--- config.mk ---
export PLATFORM = sky130hd
export DESIGN_NAME = fetch_ctrl
export DESIGN_NICKNAME = d
export VERILOG_FILES = /design/src/logic/fetch_pkg.sv /design/src/logic/fetch_ctrl.sv
export SDC_FILE = /design/constraint.sdc
export NUM_CORES = 1
export LEC_CHECK = 0
export BUFFER_PORTS_ARGS = -buffer_cell sky130_fd_sc_hd__buf_2
export CORE_ASPECT_RATIO = 0.7
export CORE_UTILIZATION = 48
export DETAILED_ROUTE_END_ITERATION = 8
export HOLD_SLACK_MARGIN = 0.06
export PLACE_DENSITY = 0.79
export SLEW_MARGIN = 20
export SYNTH_ARGS = -nofsm -noshare
export SYNTH_HDL_FRONTEND = slang
export SYNTH_SLANG_ARGS = --single-unit
--- constraint.sdc ---
create_clock -name clk -period 3.85 [get_ports clk]
set_clock_uncertainty 0.2 [all_clocks]
set_input_delay 0 -clock clk [delete_from_list [all_inputs] [get_ports clk]]
set_output_delay 0 -clock clk [all_outputs]
set_load 0.02 [all_outputs]
--- src/logic/fetch_pkg.sv ---
package fetch_pkg;

    // instruction and memory widths
    localparam int WORD_W = 32;
    localparam int BEAT_W = 64;
    localparam int LINE_W = 256;

    // line geometry
    localparam int BEATS_PER_LINE = LINE_W / BEAT_W;
    localparam int WORDS_PER_LINE = LINE_W / WORD_W;
    localparam int OFFSET_BITS = 5;
    localparam int WORD_SEL_BITS = 3;

    // byte address
    typedef logic [31:0] addr_t;

    // one instruction
    typedef logic [WORD_W-1:0] word_t;

    // one memory beat
    typedef logic [BEAT_W-1:0] beat_t;

    // one full line
    typedef logic [LINE_W-1:0] line_t;

    // line address, upper bits of a byte address
    typedef logic [31-OFFSET_BITS:0] tag_t;

    // running instruction sequence number
    typedef logic [63:0] order_t;

    // entry held in the instruction queue, 128 bits
    typedef struct packed {
        order_t order;
        addr_t  pc;
        word_t  inst;
    } fetch_entry_t;

endpackage

--- src/logic/fetch_ctrl.sv ---
module fetch_ctrl #(
    parameter fetch_pkg::addr_t RESET_PC = 32'haaaaa000
) (
    input  logic                     clk,
    input  logic                     rst,
    input  logic                     redirect_i,
    input  fetch_pkg::addr_t         redirect_pc_i,
    input  logic                     hit_i,
    input  fetch_pkg::word_t         word_i,
    input  logic                     fill_done_i,
    input  logic                     full_i,
    output fetch_pkg::addr_t         pc_o,
    output logic                     fill_req_o,
    output fetch_pkg::addr_t         fill_addr_o,
    output logic                     enq_o,
    output fetch_pkg::fetch_entry_t  entry_o,
    output logic                     flush_o
);
    import fetch_pkg::*;

    addr_t   pc;
    order_t  order;
    logic    fill_pending;
    logic    miss;

    assign pc_o = pc;

    // redirect empties the queue in the same cycle
    assign flush_o = redirect_i;

    // one instruction per cycle while the buffer hits
    assign enq_o = hit_i && !full_i && !redirect_i;

    assign entry_o.order = order;
    assign entry_o.pc = pc;
    assign entry_o.inst = word_i;

    // at most one fill in flight, redirects let it finish
    assign miss = !hit_i && !fill_pending && !redirect_i;

    always_ff @(posedge clk) begin
        if (rst) begin
            pc <= RESET_PC;
            order <= '0;
        end else if (redirect_i) begin
            pc <= redirect_pc_i;
        end else if (enq_o) begin
            pc <= pc + 32'd4;
            order <= order + 64'd1;
        end
    end

    // fill request follows the miss by one cycle
    always_ff @(posedge clk) begin
        if (rst) begin
            fill_req_o <= 1'b0;
            fill_pending <= 1'b0;
        end else begin
            fill_req_o <= miss;
            if (miss) begin
                fill_pending <= 1'b1;
            end else if (fill_done_i) begin
                fill_pending <= 1'b0;
            end
        end
    end

    // line aligned address of the missing pc
    always_ff @(posedge clk) begin
        if (miss) begin
            fill_addr_o <= {pc[31:OFFSET_BITS], {OFFSET_BITS{1'b0}}};
        end
    end

endmodule

==> qor.yml, run 1 <==
layout:
  drive_gt1_frac: 0.266
  fillers: 972
  antenna_cells: 0
  layout_common_cells: "195 x buf_2, 104 x dlygate4sd3_1, 98 x dfxtp_1"
  fin_nets: 993
  final_common_cell: "buf_2"
  area_growth_syn_to_layout_pct: 36.6
  utilization: 0.677
setup_path:
  path_class: "reg -> reg"
  crit_top_cell: "buf_4"
  path_cells: "nand4_1 > buf_4 > or4_1 > buf_4 > nor4_1 > xnor2_1 > o211ai_1 > dlygate4sd3_1"
  cp_max_fo: 12
  crit_path_start_kind: "flip-flop"
  cp-end-kind: "flip-flop"
  cp_slowest_cell: "nor4_1"
  critPathArrivalTime_ns: 3.47
  max_stage_delay_ns: 0.69
  required_ns: 3.94
placement:
  io_buffers: 195
  pre_cts_ws_ns: 0.997
  dp_hpwl_um: 12000
  place.gp.congestion: 0.866
detailed_routing:
  vias: 6096
  drc_errors: 0
  antenna_left: 0
  wl_per_cell_um: 16.9
  drtIter0Drc: 481
  wl_um: 18500
  vias_per_cell: 5.56
  dr.pass1.iters: 5
sta:
  tightestPinTransition_ns: 1.10
  setup_slack_ns: 0.464
  whs_ns: 0.0879
  hold_viol: 0
  drv_slew: 0
  fin_crit_sh: 0.879
  rsz0062_at_grt: "no"
  max_freq_ghz: 0.295
  fin_setup_tns_ns: 0
  finalCriticalPeriod_ns: 3.39
  setup_viol: 0
  relSlewSlack: 0.267
global_routing:
  overflow: 0
  grt_pass1_vias: 5480
  grt_max_degree: 67
  grt_pass1_wl_um: 28800
  grt_use_total: 0.277
  antenna_found_initial: 0
run:
  drv_cap: 0
floorplan:
  die_w_um: 138
  initial_core_util: 0.495
  rows: 34
  fp.coreArea_sq_mm: 0.0125
  num_io_pins: 265
  die-area_sq_mm: 0.0134
  die-height_um: 97.1
synth:
  syn_avg_cell_area_sq_um: 9.02
  synth_simple_gate_area_frac: 0.253
  synth-seq-cells: 125
  synth_top_family_by_area: "simple AND/OR/NAND/NOR gates"
  synthMuxAreaShare: 0.0164
  yosys_warnings: 0
  synth-xor-area-share: 0.0749
  syn_area_sq_mm: 0.00620
  yosysSeqAreaShare: 0.447
  yosysUniqueCellTypes: 46
  ys.flop_type: "dfxtp_1"
  synth-edff-count: 27
  async_flop_share: 0
  synth_adder_area_share: 0.00404
  synthCells: 687
  synth_compound_area_frac: 0.0921
clock_network:
  clk_latency_ns: 0.41
  cts_root_buffer: "clkbuf_16"
  cts_setup_buffers: 0
  cts_tree: "built"
  clock-sinks: 125
  clockBufferDepth: 2
  clk_pin_slew_ns: 0.06
  htree_levels: 4
  numCtsBuffers: 17
power:
  vdd_ir_drop_max_v: 0.000330
  powerDensity_mw_per_mm2: 400
  power.leakage_nw: 3.43
hold_path:
  hp-class: "in -> reg"
run_status:
  status: "finished clean"
[path summary, 6_finish.rpt]
| check | start | endpoint | slack, ns | cells past startpoint |
|---|---|---|---|---|
| setup reg to reg | pc_o[5] | pc_o[31] | 0.46 | 8 |
| setup / recovery | pc_o[5] | pc_o[31] | 0.46 | 8 |
| hold / removal | rst | pc_o[28] | 0.09 | 2 |
| hold reg to reg | order[63] | order[63] | 0.28 | 2 |
[stage by stage]
| stage | area, sq um | cells | power (mW) |
|---|---|---|---|
| detailed placement | 6840 | 960 | 1.69 |
| CTS | 8460 | 1096 | 3.39 |
| global placement | 6840 | 960 | 1.69 |
| global route | 8460 | 1096 | 3.49 |
| finish | 8460 | 1096 | 3.39 |
| floorplan | 6210 | 691 | 1.68 |
[logic make-up (layout without fill, tap and decap cells)]
kind of cell | Yosys count | count (layout)
adder cells (fa/ha/maj) | 2 | 2
multiplexers | 10 | 10
XOR/XNOR | 53 | 53
AO/OA/AOI/OAI | 94 | 94
AND/OR/NAND/NOR | 291 | 291
flip-flops | 125 | 125
other | 1 | 5
buffers and inverters | 111 | 354
[routing by layer]
| metal | global-route usage | vias up | part of all wire |
|---|---|---|---|
| li1 | - | 2893 | - |
| met1 | 0.382 | 2864 | 0.45 |
| met2 | 0.431 | 304 | 0.46 |
| met3 | 0.0589 | 35 | 0.071 |
| met4 | 0.0903 | 0 | 0.021 |
| met5 | 0 | - | 0 |
[cells in the mapped netlist (17+ instances only)]
cell / n / area (sq um)
dfxtp_1: 98 / 1960
buf_4: 71 / 533
nor2_1: 60 / 225
nand2_1: 56 / 210
a21oi_1: 42 / 210
nand4_1: 34 / 213
nand3_1: 29 / 145
edfxtp_1: 27 / 811
xnor2_1: 27 / 236
xor2_1: 26 / 228
nor3_1: 24 / 120
clkbuf_1: 21 / 78.8
or4_1: 19 / 143
o21ai_0: 17 / 85.1
[flip-flops by register name, indices dropped and copies added, names as in the netlist]
register	cells
pc_o	32
fill_req_o	1
fill_pending	1
fill_addr_o	27
order	64
[where the power goes]
part / total, mW / switching, mW / internal [mW]
registers: 1.42 / 0.0421 / 1.38
logic: 0.369 / 0.209 / 0.159
clock network: 1.60 / 0.630 / 0.966
[cell type report]
class	instances	area, sq um	share of cell area
flip-flops and latches	125	2770	0.328
multi-input cells	455	2760	0.325
repair buffers	309	2090	0.247
clock buffers	18	429	0.0507
well taps	162	203	0.0239
clock inverters	14	159	0.0188
inverters	13	53.8	0.00636
[critical path: cells and delay by family, from the launching register on]
kind	cells	cell delay, ns
simple gates	3	1.26
buf+inv	3	0.99
xor+xnor	1	0.22
flops	1	0.49
compound gates	1	0.11
[timing repair]
item / in CTS / in global routing
hold buffers: 104 / 0
gates resized for setup: 0 / 0
setup endpoints to repair: 0 / 0
endpoints found under the hold margin: 79 / 0
No activity file was read; power rests on OpenSTA's default activity.
==> run 2: changes to the inputs <==
--- a/config.mk
+++ b/config.mk
@@ -7,10 +7,11 @@
 export LEC_CHECK = 0
 export BUFFER_PORTS_ARGS = -buffer_cell sky130_fd_sc_hd__buf_2
 export CORE_ASPECT_RATIO = 0.7
-export CORE_UTILIZATION = 48
+export CORE_UTILIZATION = 52
 export DETAILED_ROUTE_END_ITERATION = 8
 export HOLD_SLACK_MARGIN = 0.06
-export PLACE_DENSITY = 0.79
+export PLACE_DENSITY = 0.85
+export RECOVER_POWER = 25
 export SLEW_MARGIN = 20
 export SYNTH_ARGS = -nofsm -noshare
 export SYNTH_HDL_FRONTEND = slang
==> constraint.sdc (replaced) <==
create_clock -name clk -period 4.1 [get_ports clk]
set_clock_uncertainty 0.2 [all_clocks]
set_input_delay 0 -clock clk [delete_from_list [all_inputs] [get_ports clk]]
set_output_delay 0 -clock clk [all_outputs]
set_load 0.02 [all_outputs]
==> run 2 against run 1 <==
  * Setup slack better by 0.37 ns
  * Count of clock-buffer cells in the layout stayed put
  * Register-to-register slack better by 0.37 ns
  * Hold slack better by 0.016 ns
  * Die area is 7.6% lower
  * Final cell count is 2.0% lower
  * Sequential share of layout area is 0.50 points higher
==> qor.yml, run 2 (synthesis gave the netlist of run 1 again) <==
setup_path:
  crit_path_start_kind: "flip-flop"  # unchanged
  cp_max_fo: 12  # unchanged
  path_class: "reg -> reg"  # unchanged
  critPathArrivalTime_ns: 3.36  # was 3.47 ns
  required_ns: 4.19  # was 3.94 ns
  r2r_setup_slack_ns: 0.83  # was 0.46 ns
  cp-end-kind: "flip-flop"  # unchanged
clock_network:
  clk_pin_slew_ns: 0.06  # about the same
  clockBufferDepth: 2  # unchanged
  clock-sinks: 125  # unchanged
  clk_latency_ns: 0.41  # about the same
  cts_tree: "built"  # unchanged
  numCtsBuffers: 17  # unchanged
  cts_setup_buffers: 0  # unchanged
  cts_root_buffer: "clkbuf_16"  # unchanged
  ctsResizeCount: 0  # unchanged
  htree_levels: 4  # unchanged
detailed_routing:
  antenna_left: 0  # unchanged
  dr.pass1.iters: 7  # was 5
  vias: 6135  # was 6096
  vias_per_cell: 5.71  # was 5.56
  drtIter0Drc: 491  # was 481
  wl_um: 18400  # was 18500 um
  drc_errors: 0  # unchanged
  wl_per_cell_um: 17.2  # was 16.9 um
layout:
  fillers: 832  # was 972
  antenna_cells: 0  # unchanged
  seq_area_sq_mm: 0.00277  # unchanged
  regMostFlops: "order"  # unchanged
  multi_input_area_sq_mm: 0.00276  # unchanged
  layout_common_cells: "170 x buf_2, 98 x dfxtp_1, 95 x dlygate4sd3_1"  # was 195 x buf_2, 104 x dlygate4sd3_1, 98 x dfxtp_1
  fin_cells: 1074  # was 1096
  area_growth_syn_to_layout_pct: 34.5  # was 36.6%
  final_common_cell: "buf_2"  # unchanged
  fin_nets: 980  # was 993
  drive_gt1_frac: 0.237  # was 0.266
  largest_register_ffs: 64  # unchanged
floorplan:
  die_w_um: 132  # was 138 um
  rows: 32  # was 34
  num_io_pins: 265  # unchanged
  die-area_sq_mm: 0.0124  # was 0.0134 sq mm
  die-height_um: 93.3  # was 97.1 um
  fp.coreArea_sq_mm: 0.0113  # was 0.0125 sq mm
  initial_core_util: 0.549  # was 0.495
sta:
  rsz0062_at_grt: "no"  # unchanged
  setup_slack_ns: 0.832  # was 0.464 ns
  hold_viol: 0  # unchanged
  finalCriticalPeriod_ns: 3.27  # was 3.39 ns
  drv_slew: 0  # unchanged
  relSlewSlack: 0.328  # was 0.267
  fin_setup_tns_ns: 0  # unchanged
  fin_crit_sh: 0.797  # was 0.879
  setup_viol: 0  # unchanged
  tightestPinTransition_ns: 1.00  # was 1.10 ns
  max_freq_ghz: 0.306  # was 0.295 GHz
  whs_ns: 0.103  # was 0.0879 ns
global_routing:
  antenna_found_initial: 0  # unchanged
  grt_pass1_vias: 5489  # was 5480
  grt_use_total: 0.297  # was 0.277
  grt_max_degree: 53  # was 67
  grt_pass1_wl_um: 28700  # was 28800 um
  overflow: 0  # unchanged
power:
  powerDensity_mw_per_mm2: 390  # was 400 mW/mm^2
  power.leakage_nw: 3.31  # was 3.43 nW
  power_mw: 3.25  # was 3.39 mW
  vdd_ir_drop_max_v: 0.000308  # was 0.000330 V
placement:
  place.gp.congestion: 0.846  # was 0.866
  dp_hpwl_um: 12100  # was 12000 um
  dp.cells: 947  # was 960
  io_buffers: 195  # unchanged
  pre_cts_ws_ns: 1.09  # was 0.997 ns
run_status:
  status: "finished clean"  # unchanged
run:
  drv_cap: 0  # unchanged
hold_path:
  hp-class: "in -> reg"  # unchanged
## run 2: cell types whose count changed in the layout (fill, tap and decap cells not counted), sizes merged
cell	previous run	this run
clkinv	1	9
clkbuf	18	43
inv	19	13
buf	205	176
clkinvlp	5	1
dlygate4sd3	104	95
bufinv	2	4
## run 2: layout make-up
type / count / share of cell area
multi-input combinational: 455 / 0.330
inverter: 13 / 0.00645
tap: 153 / 0.0230
sequential: 125 / 0.333
timing repair buffer: 296 / 0.233
clock buffer: 18 / 0.0515
clock inverter: 14 / 0.0233
## run 2: final timing paths
| check | start | endpoint | cells past startpoint |
|---|---|---|---|
| setup / recovery | pc_o[5] | pc_o[31] | 6 |
| hold / removal | redirect_i | order[1] | 4 |
| setup reg to reg | pc_o[5] | pc_o[31] | 6 |
| hold reg to reg | order[63] | order[63] | 2 |
## run 2: layer usage
metal,up-vias,global-route usage,wire length [um]
met3,32,0.0640,1460
met5,-,0,0
li1,2861,-,-
met2,336,0.488,8660
met1,2906,0.389,7960
met4,0,0.0987,352
## run 2: power breakdown
| group | switching (mW) | internal [mW] | total, mW |
|---|---|---|---|
| registers | 0.0412 | 1.29 | 1.34 |
| clock network | 0.563 | 1.02 | 1.58 |
| logic | 0.197 | 0.140 | 0.337 |
## run 2: worst max-delay path, cell delays in order, from the launching register on
cell           delay [ns]
dfxtp_1              0.46
nand4_1              0.42
or4_1                0.78
nor4_1               0.44
xnor2_1              0.17
o211ai_1             0.11
dlygate4sd3_1        0.57
## run 2: what timing repair did
action                     CTS  global route
hold buffers                95             0
hold endpoints to repair   105             0
setup endpoints to repair    0             0
## run 2: per-stage QoR
step / instance area, sq um / util
after floorplan: 6210 / -
after global placement: 6790 / 0.602
after detailed placement: 6790 / 0.602
after CTS: 8370 / 0.741
after global routing: 8340 / 0.738
final: 8340 / 0.738
