==> config.mk <==
export PLATFORM = sky130hd
export DESIGN_NAME = line_fill
export DESIGN_NICKNAME = d
export VERILOG_FILES = /design/src/logic/fetch_pkg.sv /design/src/logic/line_fill.sv
export SDC_FILE = /design/constraint.sdc
export NUM_CORES = 1
export LEC_CHECK = 0
export BUFFER_PORTS_ARGS = -buffer_cell sky130_fd_sc_hd__buf_2
export CAP_MARGIN = 20
export CORE_AREA = 2 2 178 180
export DETAILED_ROUTE_END_ITERATION = 16
export DIE_AREA = 0 0 180 182
export SYNTH_ARGS = -nofsm -noshare
export SYNTH_HDL_FRONTEND = slang
export SYNTH_SLANG_ARGS = --single-unit
==> constraint.sdc <==
create_clock -name clk -period 2.81 [get_ports clk]
set_input_delay 0.1405 -clock clk [delete_from_list [all_inputs] [get_ports clk]]
set_output_delay 0.1405 -clock clk [all_outputs]
set_load 0.02 [all_outputs]
==> src/logic/fetch_pkg.sv <==
package fetch_pkg;

    // instruction and memory widths
    localparam int WORD_W = 32;
    localparam int BEAT_W = 64;
    localparam int LINE_W = 256;

    // line geometry
    localparam int BEATS_PER_LINE = LINE_W / BEAT_W;
    localparam int WORDS_PER_LINE = LINE_W / WORD_W;
    localparam int OFFSET_BITS = 5;
    localparam int WORD_SEL_BITS = 3;

    // byte address
    typedef logic [31:0] addr_t;

    // one instruction
    typedef logic [WORD_W-1:0] word_t;

    // one memory beat
    typedef logic [BEAT_W-1:0] beat_t;

    // one full line
    typedef logic [LINE_W-1:0] line_t;

    // line address, upper bits of a byte address
    typedef logic [31-OFFSET_BITS:0] tag_t;

    // running instruction sequence number
    typedef logic [63:0] order_t;

    // entry held in the instruction queue, 128 bits
    typedef struct packed {
        order_t order;
        addr_t  pc;
        word_t  inst;
    } fetch_entry_t;

endpackage

==> src/logic/line_fill.sv <==
module line_fill (
    input  logic              clk,
    input  logic              rst,
    input  logic              fill_req_i,
    input  fetch_pkg::addr_t  fill_addr_i,
    output fetch_pkg::addr_t  bmem_addr_o,
    output logic              bmem_read_o,
    input  logic              bmem_ready_i,
    input  fetch_pkg::addr_t  bmem_raddr_i,
    input  fetch_pkg::beat_t  bmem_rdata_i,
    input  logic              bmem_rvalid_i,
    output logic              fill_done_o,
    output fetch_pkg::line_t  fill_line_o,
    output fetch_pkg::addr_t  fill_line_addr_o
);
    import fetch_pkg::*;

    localparam int BEAT_IDX_W = $clog2(BEATS_PER_LINE);

    typedef enum logic [1:0] {
        ST_IDLE,
        ST_REQUEST,
        ST_COLLECT
    } state_t;

    state_t                  state;
    logic [BEAT_IDX_W-1:0]   beat_cnt;
    logic [BEAT_IDX_W-1:0]   beat_idx;
    tag_t                    line_tag;
    line_t                   line_q;

    // position of the returning beat inside the line
    assign beat_idx = bmem_raddr_i[OFFSET_BITS-1 -: BEAT_IDX_W];

    assign bmem_read_o = (state == ST_REQUEST);
    assign bmem_addr_o = {line_tag, {OFFSET_BITS{1'b0}}};
    assign fill_line_addr_o = {line_tag, {OFFSET_BITS{1'b0}}};
    assign fill_line_o = line_q;

    always_ff @(posedge clk) begin
        if (rst) begin
            state <= ST_IDLE;
            beat_cnt <= '0;
            fill_done_o <= 1'b0;
        end else begin
            fill_done_o <= 1'b0;
            case (state)
                ST_IDLE: begin
                    // requests while busy are not looked at
                    if (fill_req_i) begin
                        state <= ST_REQUEST;
                    end
                end
                ST_REQUEST: begin
                    if (bmem_ready_i) begin
                        state <= ST_COLLECT;
                        beat_cnt <= '0;
                    end
                end
                ST_COLLECT: begin
                    if (bmem_rvalid_i) begin
                        beat_cnt <= beat_cnt + 1'b1;
                        if (beat_cnt == BEAT_IDX_W'(BEATS_PER_LINE - 1)) begin
                            state <= ST_IDLE;
                            fill_done_o <= 1'b1;
                        end
                    end
                end
                default: state <= ST_IDLE;
            endcase
        end
    end

    // line address and beat data
    always_ff @(posedge clk) begin
        if (state == ST_IDLE && fill_req_i) begin
            line_tag <= fill_addr_i[31:OFFSET_BITS];
        end
        if (state == ST_COLLECT && bmem_rvalid_i) begin
            line_q[beat_idx*BEAT_W +: BEAT_W] <= bmem_rdata_i;
        end
    end

endmodule

==> reports/qor.txt, run 1 <==
DRC viols -> 0
Die Footprint -> 32800 um^2
Unrepaired setup endpoints after global routing -> false
Setup TNS -> 0 ps
Worst Clk Skew -> 10.9 ps
Post-synth top flop -> edfxtp_1
Setup crit start kind -> flip-flop
Initial antenna violation count -> 1
Area post-placement -> 13400 um^2
Overflow after GRT -> 0
Die height -> 182 um
Final wirelength -> 29900 um
Hold-fix buffers, CTS -> 95
Core area -> 31000 um^2
Filler cells -> 2698
Hold path depth -> 2
Avg WL per Cell -> 19.0 um
Cell taking the most area after synthesis -> edfxtp_1
Post-placement setup slack -> 621 ps
Synthesized area -> 11000 um^2
FP Rows -> 65
Number of max-cap violations -> 0
Hold Startpoint -> bmem_rdata_i[42]
Vias -> 7007
Status -> complete, no violations
First-pass GRT wire length -> 44500 um
Async S/R FF share, synth -> 0%
Synth Area per Inst -> 16.9 um^2
Cell count after synthesis -> 649
Post-synth EDFFs -> 283
Initial drt markers -> 423
Die width -> 180 um
Period utilization -> 75.7%
Final instance area -> 15200 um^2
Layout area overhead -> 38.1%
Max-slew violation count -> 0
Synthesis-stage register bit count -> 288
CTS root buffer -> clkbuf_16
Max Freq -> 470 MHz
Final hold vios -> 0
Starting Density -> 35.4%
CTS resizes -> 0
Hold slack -> 3.92 ps
VDD IR max -> 503 uV
WP data required -> 3030 ps
Final HPWL DP -> 19800 um
Pwr Density -> 588 nW/um^2
Min-Delay Endpoint -> fill_line_o[234]
Main area contributors after synthesis -> edfxtp_1, and2_1, buf_4
CTS max path bufs -> 3
CTS tree -> built
Leakage -> 6.59 nW
Clock Latency Late Sink -> 550 ps
Flop2flop setup slack -> 680 ps
Clk sinks -> 288
Gpl congestion -> 0.823
Setup-failing EPs final -> 0
Crit-path max FO -> 23
Post-synth cell types -> 27
Worst hold-check path type -> in2reg
Antenna Violating Nets Remaining -> 0
Sequential fraction of the synthesis area -> 78.3%
Via/cell ratio -> 4.45
CP startpoint -> state[1]
Syn. warnings -> 0
Final WS setup -> 684 ps
Layout cells sized above 1 -> 43.5%
IO Pins -> 455
Nets@finish -> 1287
H-Tree Depth -> 1
Depth of the worst register-to-register path -> 3
Arr. time, crit path -> 2350 ps
Worst-Margin Slew -> 582 ps
Reg2reg end -> fill_line_o[88]
R2r startpoint -> state[1]
Crit-path max cell delay -> 560 ps
Worst path cell trace -> nor2b_1 -> and3_4 -> buf_4
Largest net degree at the start of global routing -> 62
Most frequent cell after synthesis -> edfxtp_1
Vias in the first global route -> 7249
Tmin final -> 2130 ps
IO Port Bufs -> 409
Top cell type's share of synthesized area -> 77.4%
Critical Path Sink Type -> flip-flop
CTS buffer count -> 29
Total global-route track usage -> 17.8%
Postcts setup bufs -> 0
Slowest-stage cell, CP -> and3_4
Worst-path clk slew -> 60 ps
First-pass detailed-route iteration total -> 5
Crit Path Class -> reg2reg
Commonest cells post-synth -> edfxtp_1, and2_1, buf_4
Worst slew margin -> 61.2%
-- critical path: cells and delay by family (launching register included) --
family	cells	cell delay (ps)
and+or+nand+nor	2	990
DFF	1	460
buffers and inverters	1	350
-- sequential cells by signal, indices dropped and copies added (netlist names) --
name	cells
beat_cnt	2
fill_done_o	1
fill_line_o	256
line_tag	27
state	2
-- routing by layer --
metal  vias to the layer above  wire length, um  GRT usage [%]
li1                       3226                -              -
met1                      3409            11800           21.9
met2                       312            14900           30.6
met3                        60             2340           4.47
met4                         0              899           5.95
met5                         -                0              0
-- layout make-up --
cell class / count / area, um^2 / share of cell area [%]
Tap cell: 402 / 503 / 3.32
Antenna cell: 1 / 2.50 / 0.0165
Clock buffer: 37 / 756 / 4.98
Sequential cell: 288 / 8600 / 56.7
Multi-Input combinational cell: 305 / 2020 / 13.3
Clock inverter: 16 / 104 / 0.685
Inverter: 3 / 11.3 / 0.0742
Timing Repair Buffer: 521 / 3180 / 20.9
-- power by group --
part | total, mW | switching (mW) | internal (mW)
logic | 0.594 | 0.332 | 0.262
clock network | 3.56 | 1.58 | 1.98
registers | 4.77 | 0.0230 | 4.74
total | 8.92 | 1.93 | 6.99
-- worst max-delay path by stage --
stage,depth (start not counted),to
2_1_floorplan,2,fill_line_o[0]
3_3_place_gp,3,fill_line_o[67]
3_5_place_dp,7,fill_line_o[251]
4_1_cts,3,fill_line_o[67]
5_1_grt,3,fill_line_o[127]
6_report,3,fill_line_o[88]
-- layout by cell type (no fill, tap or decap), types with 2 or more instances in the layout --
master,instances
buf_2,409
edfxtp_1,283
and2_1,218
dlygate4sd3_1,95
and2_2,33
clkbuf_16,29
buf_4,13
conb_1,10
clkbuf_1,8
clkinv_1,7
nor2_1,6
ha_1,6
clkinv_2,6
dfxtp_1,5
and3_4,4
nand2b_1,4
buf_12,4
nor3_4,3
inv_1,3
nand2_1,3
nor2b_1,3
nand2_2,2
a21oi_1,2
a211oi_1,2
-- cells by family after synthesis --
kind of cell / after synthesis / synth area share (%)
compound gates: 7 / 0.456
flops: 288 / 78.3
other cells: 1 / 0.0341
buf+inv: 65 / 3.85
simple gates: 282 / 16.7
fa+ha+maj: 6 / 0.683
-- metrics by stage --
step | utilization, % | std cells | power, mW
after floorplan | - | 658 | 5.16
after global placement | 43.1 | 1424 | 5.34
after detailed placement | 43.1 | 1424 | 5.35
after CTS | 48.9 | 1572 | 9.03
after global routing | 48.9 | 1572 | 9.22
final | 49.0 | 1573 | 8.92
(Power assumes the default switching activity.)
==> inputs of run 2 (changes only) <==
--- a/config.mk
+++ b/config.mk
@@ -7,9 +7,9 @@
 export LEC_CHECK = 0
 export BUFFER_PORTS_ARGS = -buffer_cell sky130_fd_sc_hd__buf_2
 export CAP_MARGIN = 20
-export CORE_AREA = 2 2 178 180
+export CORE_AREA = 2 2 179 181
 export DETAILED_ROUTE_END_ITERATION = 16
-export DIE_AREA = 0 0 180 182
+export DIE_AREA = 0 0 181 183
 export SYNTH_ARGS = -nofsm -noshare
 export SYNTH_HDL_FRONTEND = slang
 export SYNTH_SLANG_ARGS = --single-unit
==> constraint.sdc (replaced) <==
create_clock -name clk -period 2.2 [get_ports clk]
set_input_delay 0.11 -clock clk [delete_from_list [all_inputs] [get_ports clk]]
set_output_delay 0.11 -clock clk [all_outputs]
set_load 0.02 [all_outputs]
==> reports/qor.txt, run 2 (synthesis gave the netlist of run 1 again) <==
CTS root buffer -> clkbuf_16 (unchanged)
Core area -> 31200 um^2 (was 31000 um^2)
CTS buffer count -> 30 (was 29)
Period utilization -> 84.1% (was 75.7%)
Hold path depth -> 3 (was 2)
Leakage -> 6.67 nW (was 6.59 nW)
H-Tree Depth -> 1 (unchanged)
Crit Path Class -> reg2reg (unchanged)
IO Pins -> 455 (unchanged)
Reg2reg end -> fill_line_o[27] (was fill_line_o[88])
First-pass GRT wire length -> 43600 um (was 44500 um)
Post-placement setup slack -> 246 ps (was 621 ps)
Max-slew violation count -> 0 (unchanged)
Hold slack -> 53.3 ps (was 3.92 ps)
Clock Latency Late Sink -> 540 ps (was 550 ps)
Die height -> 183 um (was 182 um)
Depth of the worst register-to-register path -> 3 (unchanged)
Max Freq -> 541 MHz (was 470 MHz)
Layout cells sized above 1 -> 43.8% (was 43.5%)
Postcts setup bufs -> 0 (unchanged)
Initial antenna violation count -> 0 (was 1)
Avg WL per Cell -> 18.9 um (was 19.0 um)
Vias -> 6910 (was 7007)
Worst Clk Skew -> 9.59 ps (was 10.9 ps)
Via/cell ratio -> 4.40 (was 4.45)
Max FFs per register -> 256 (unchanged)
Worst-Margin Slew -> 511 ps (was 582 ps)
Setup crit start kind -> flip-flop (unchanged)
DRC viols -> 0 (unchanged)
Final WS setup -> 351 ps (was 684 ps)
CP endpoint -> fill_line_o[27] (was fill_line_o[88])
Total global-route track usage -> 17.3% (was 17.8%)
Most frequent cells in the layout -> buf_2, edfxtp_1, and2_1, dlygate4sd3_1, and2_2 (unchanged)
Setup TNS -> 0 ps (unchanged)
Starting Density -> 35.2% (was 35.4%)
R2r startpoint -> state[1] (unchanged)
CTS tree -> built (unchanged)
Pwr Density -> 771 nW/um^2 (was 588 nW/um^2)
FP Rows -> 65 (unchanged)
CTS resizes -> 0 (unchanged)
Final wirelength -> 29600 um (was 29900 um)
Commonest non-fill, non-tap cell in the layout -> buf_2 (unchanged)
VDD IR max -> 624 uV (was 503 uV)
Util after Layout -> 49.3% (was 49.0%)
Vias in the first global route -> 7213 (was 7249)
Worst slew margin -> 65.9% (was 61.2%)
IO Port Bufs -> 409 (unchanged)
Setup-failing EPs final -> 0 (unchanged)
CTS max path bufs -> 3 (unchanged)
Die Footprint -> 33100 um^2 (was 32800 um^2)
Critical Path Sink Type -> flip-flop (unchanged)
Status -> complete, no violations (unchanged)
Clock share of power -> 42.1% (was 39.9%)
Antenna Violating Nets Remaining -> 0 (unchanged)
Die width -> 181 um (was 180 um)
Largest net degree at the start of global routing -> 53 (was 62)
Layout area overhead -> 40.1% (was 38.1%)
Comb pwr share -> 6.6% (was 6.7%)
Flop2flop setup slack -> 350 ps (was 680 ps)
Unrepaired setup endpoints after global routing -> false (unchanged)
Sequential power share -> 51.3% (was 53.4%)
ANT cells -> 0 (was 1)
Number of max-cap violations -> 0 (unchanged)
Nets@finish -> 1289 (was 1287)
CP startpoint -> state[1] (unchanged)
WP data required -> 2420 ps (was 3030 ps)
Arr. time, crit path -> 2070 ps (was 2350 ps)
Tmin final -> 1850 ps (was 2130 ps)
Gpl congestion -> 0.801 (was 0.823)
Final hold vios -> 0 (unchanged)
Sw Ratio -> 20.7% (was 21.7%)
Final HPWL DP -> 19400 um (was 19800 um)
Worst hold-check path type -> in2reg (unchanged)
Initial drt markers -> 345 (was 423)
First-pass detailed-route iteration total -> 4 (was 5)
Switching pwr -> 2.46 mW (was 1.93 mW)
Overflow after GRT -> 0 (unchanged)
Worst-path clk slew -> 60 ps (about the same)
P_int -> 9.40 mW (was 6.99 mW)
Crit-path max FO -> 38 (was 23)
Clk sinks -> 288 (unchanged)
-- run 2: worst min path at each step --
stage	slack (ps)	startpoint	end
after floorplan	180	rst	state[1]
after global placement	290	fill_addr_i[29]	line_tag[24]
after detailed placement	290	fill_addr_i[25]	line_tag[20]
after CTS	30	bmem_raddr_i[3]	fill_line_o[192]
after global routing	60	bmem_raddr_i[3]	fill_line_o[64]
final	50	bmem_raddr_i[3]	fill_line_o[192]
-- run 2: per-layer routing --
metal / up-vias / routed length, um / share of wire, % / global-route usage, %
met4: 0 / 727 / 2.5 / 5.14
met2: 281 / 14800 / 50 / 30.6
met5: - / 0 / 0 / 0
met3: 49 / 2070 / 7.0 / 4.37
met1: 3356 / 12100 / 41 / 21.0
li1: 3224 / - / - / -
-- run 2: layout make-up --
cell class	instances	area, um^2
fillers	2707	15800
clock inverters	16	173
inverters	3	11.3
flip-flops and latches	288	8600
well taps	402	503
repair buffers	522	3300
clock buffers	34	787
multi-input cells	305	2020
-- run 2: metrics by stage --
step | instance area, um^2 | std cells | power, mW
2_1_floorplan | 11000 | 658 | 6.59
4_1_cts | 15400 | 1570 | 12.0
5_1_grt | 15400 | 1570 | 12.3
3_3_place_gp | 13500 | 1424 | 6.83
3_5_place_dp | 13500 | 1424 | 6.85
6_report | 15400 | 1570 | 11.9
-- run 2: power groups by stage --
stage	combinational (mW)	sequential, mW	clock (mW)
CTS	0.787	6.08	5.11
floorplan	0.327	6.26	0
global placement	0.635	6.20	0
finish	0.782	6.09	4.99
global route	0.844	6.09	5.32
detailed placement	0.648	6.20	0
-- run 2: what timing repair did --
action | in CTS | in global routing
hold endpoints to repair | 287 | 0
setup endpoints to repair | 0 | 0
hold buffers | 96 | 0
-- run 2: worst max-delay path, cell delays in order, from the launching register on --
cell,delay [ps]
dfxtp_1,460
nor2b_1,470
and3_4,300
buf_12,270
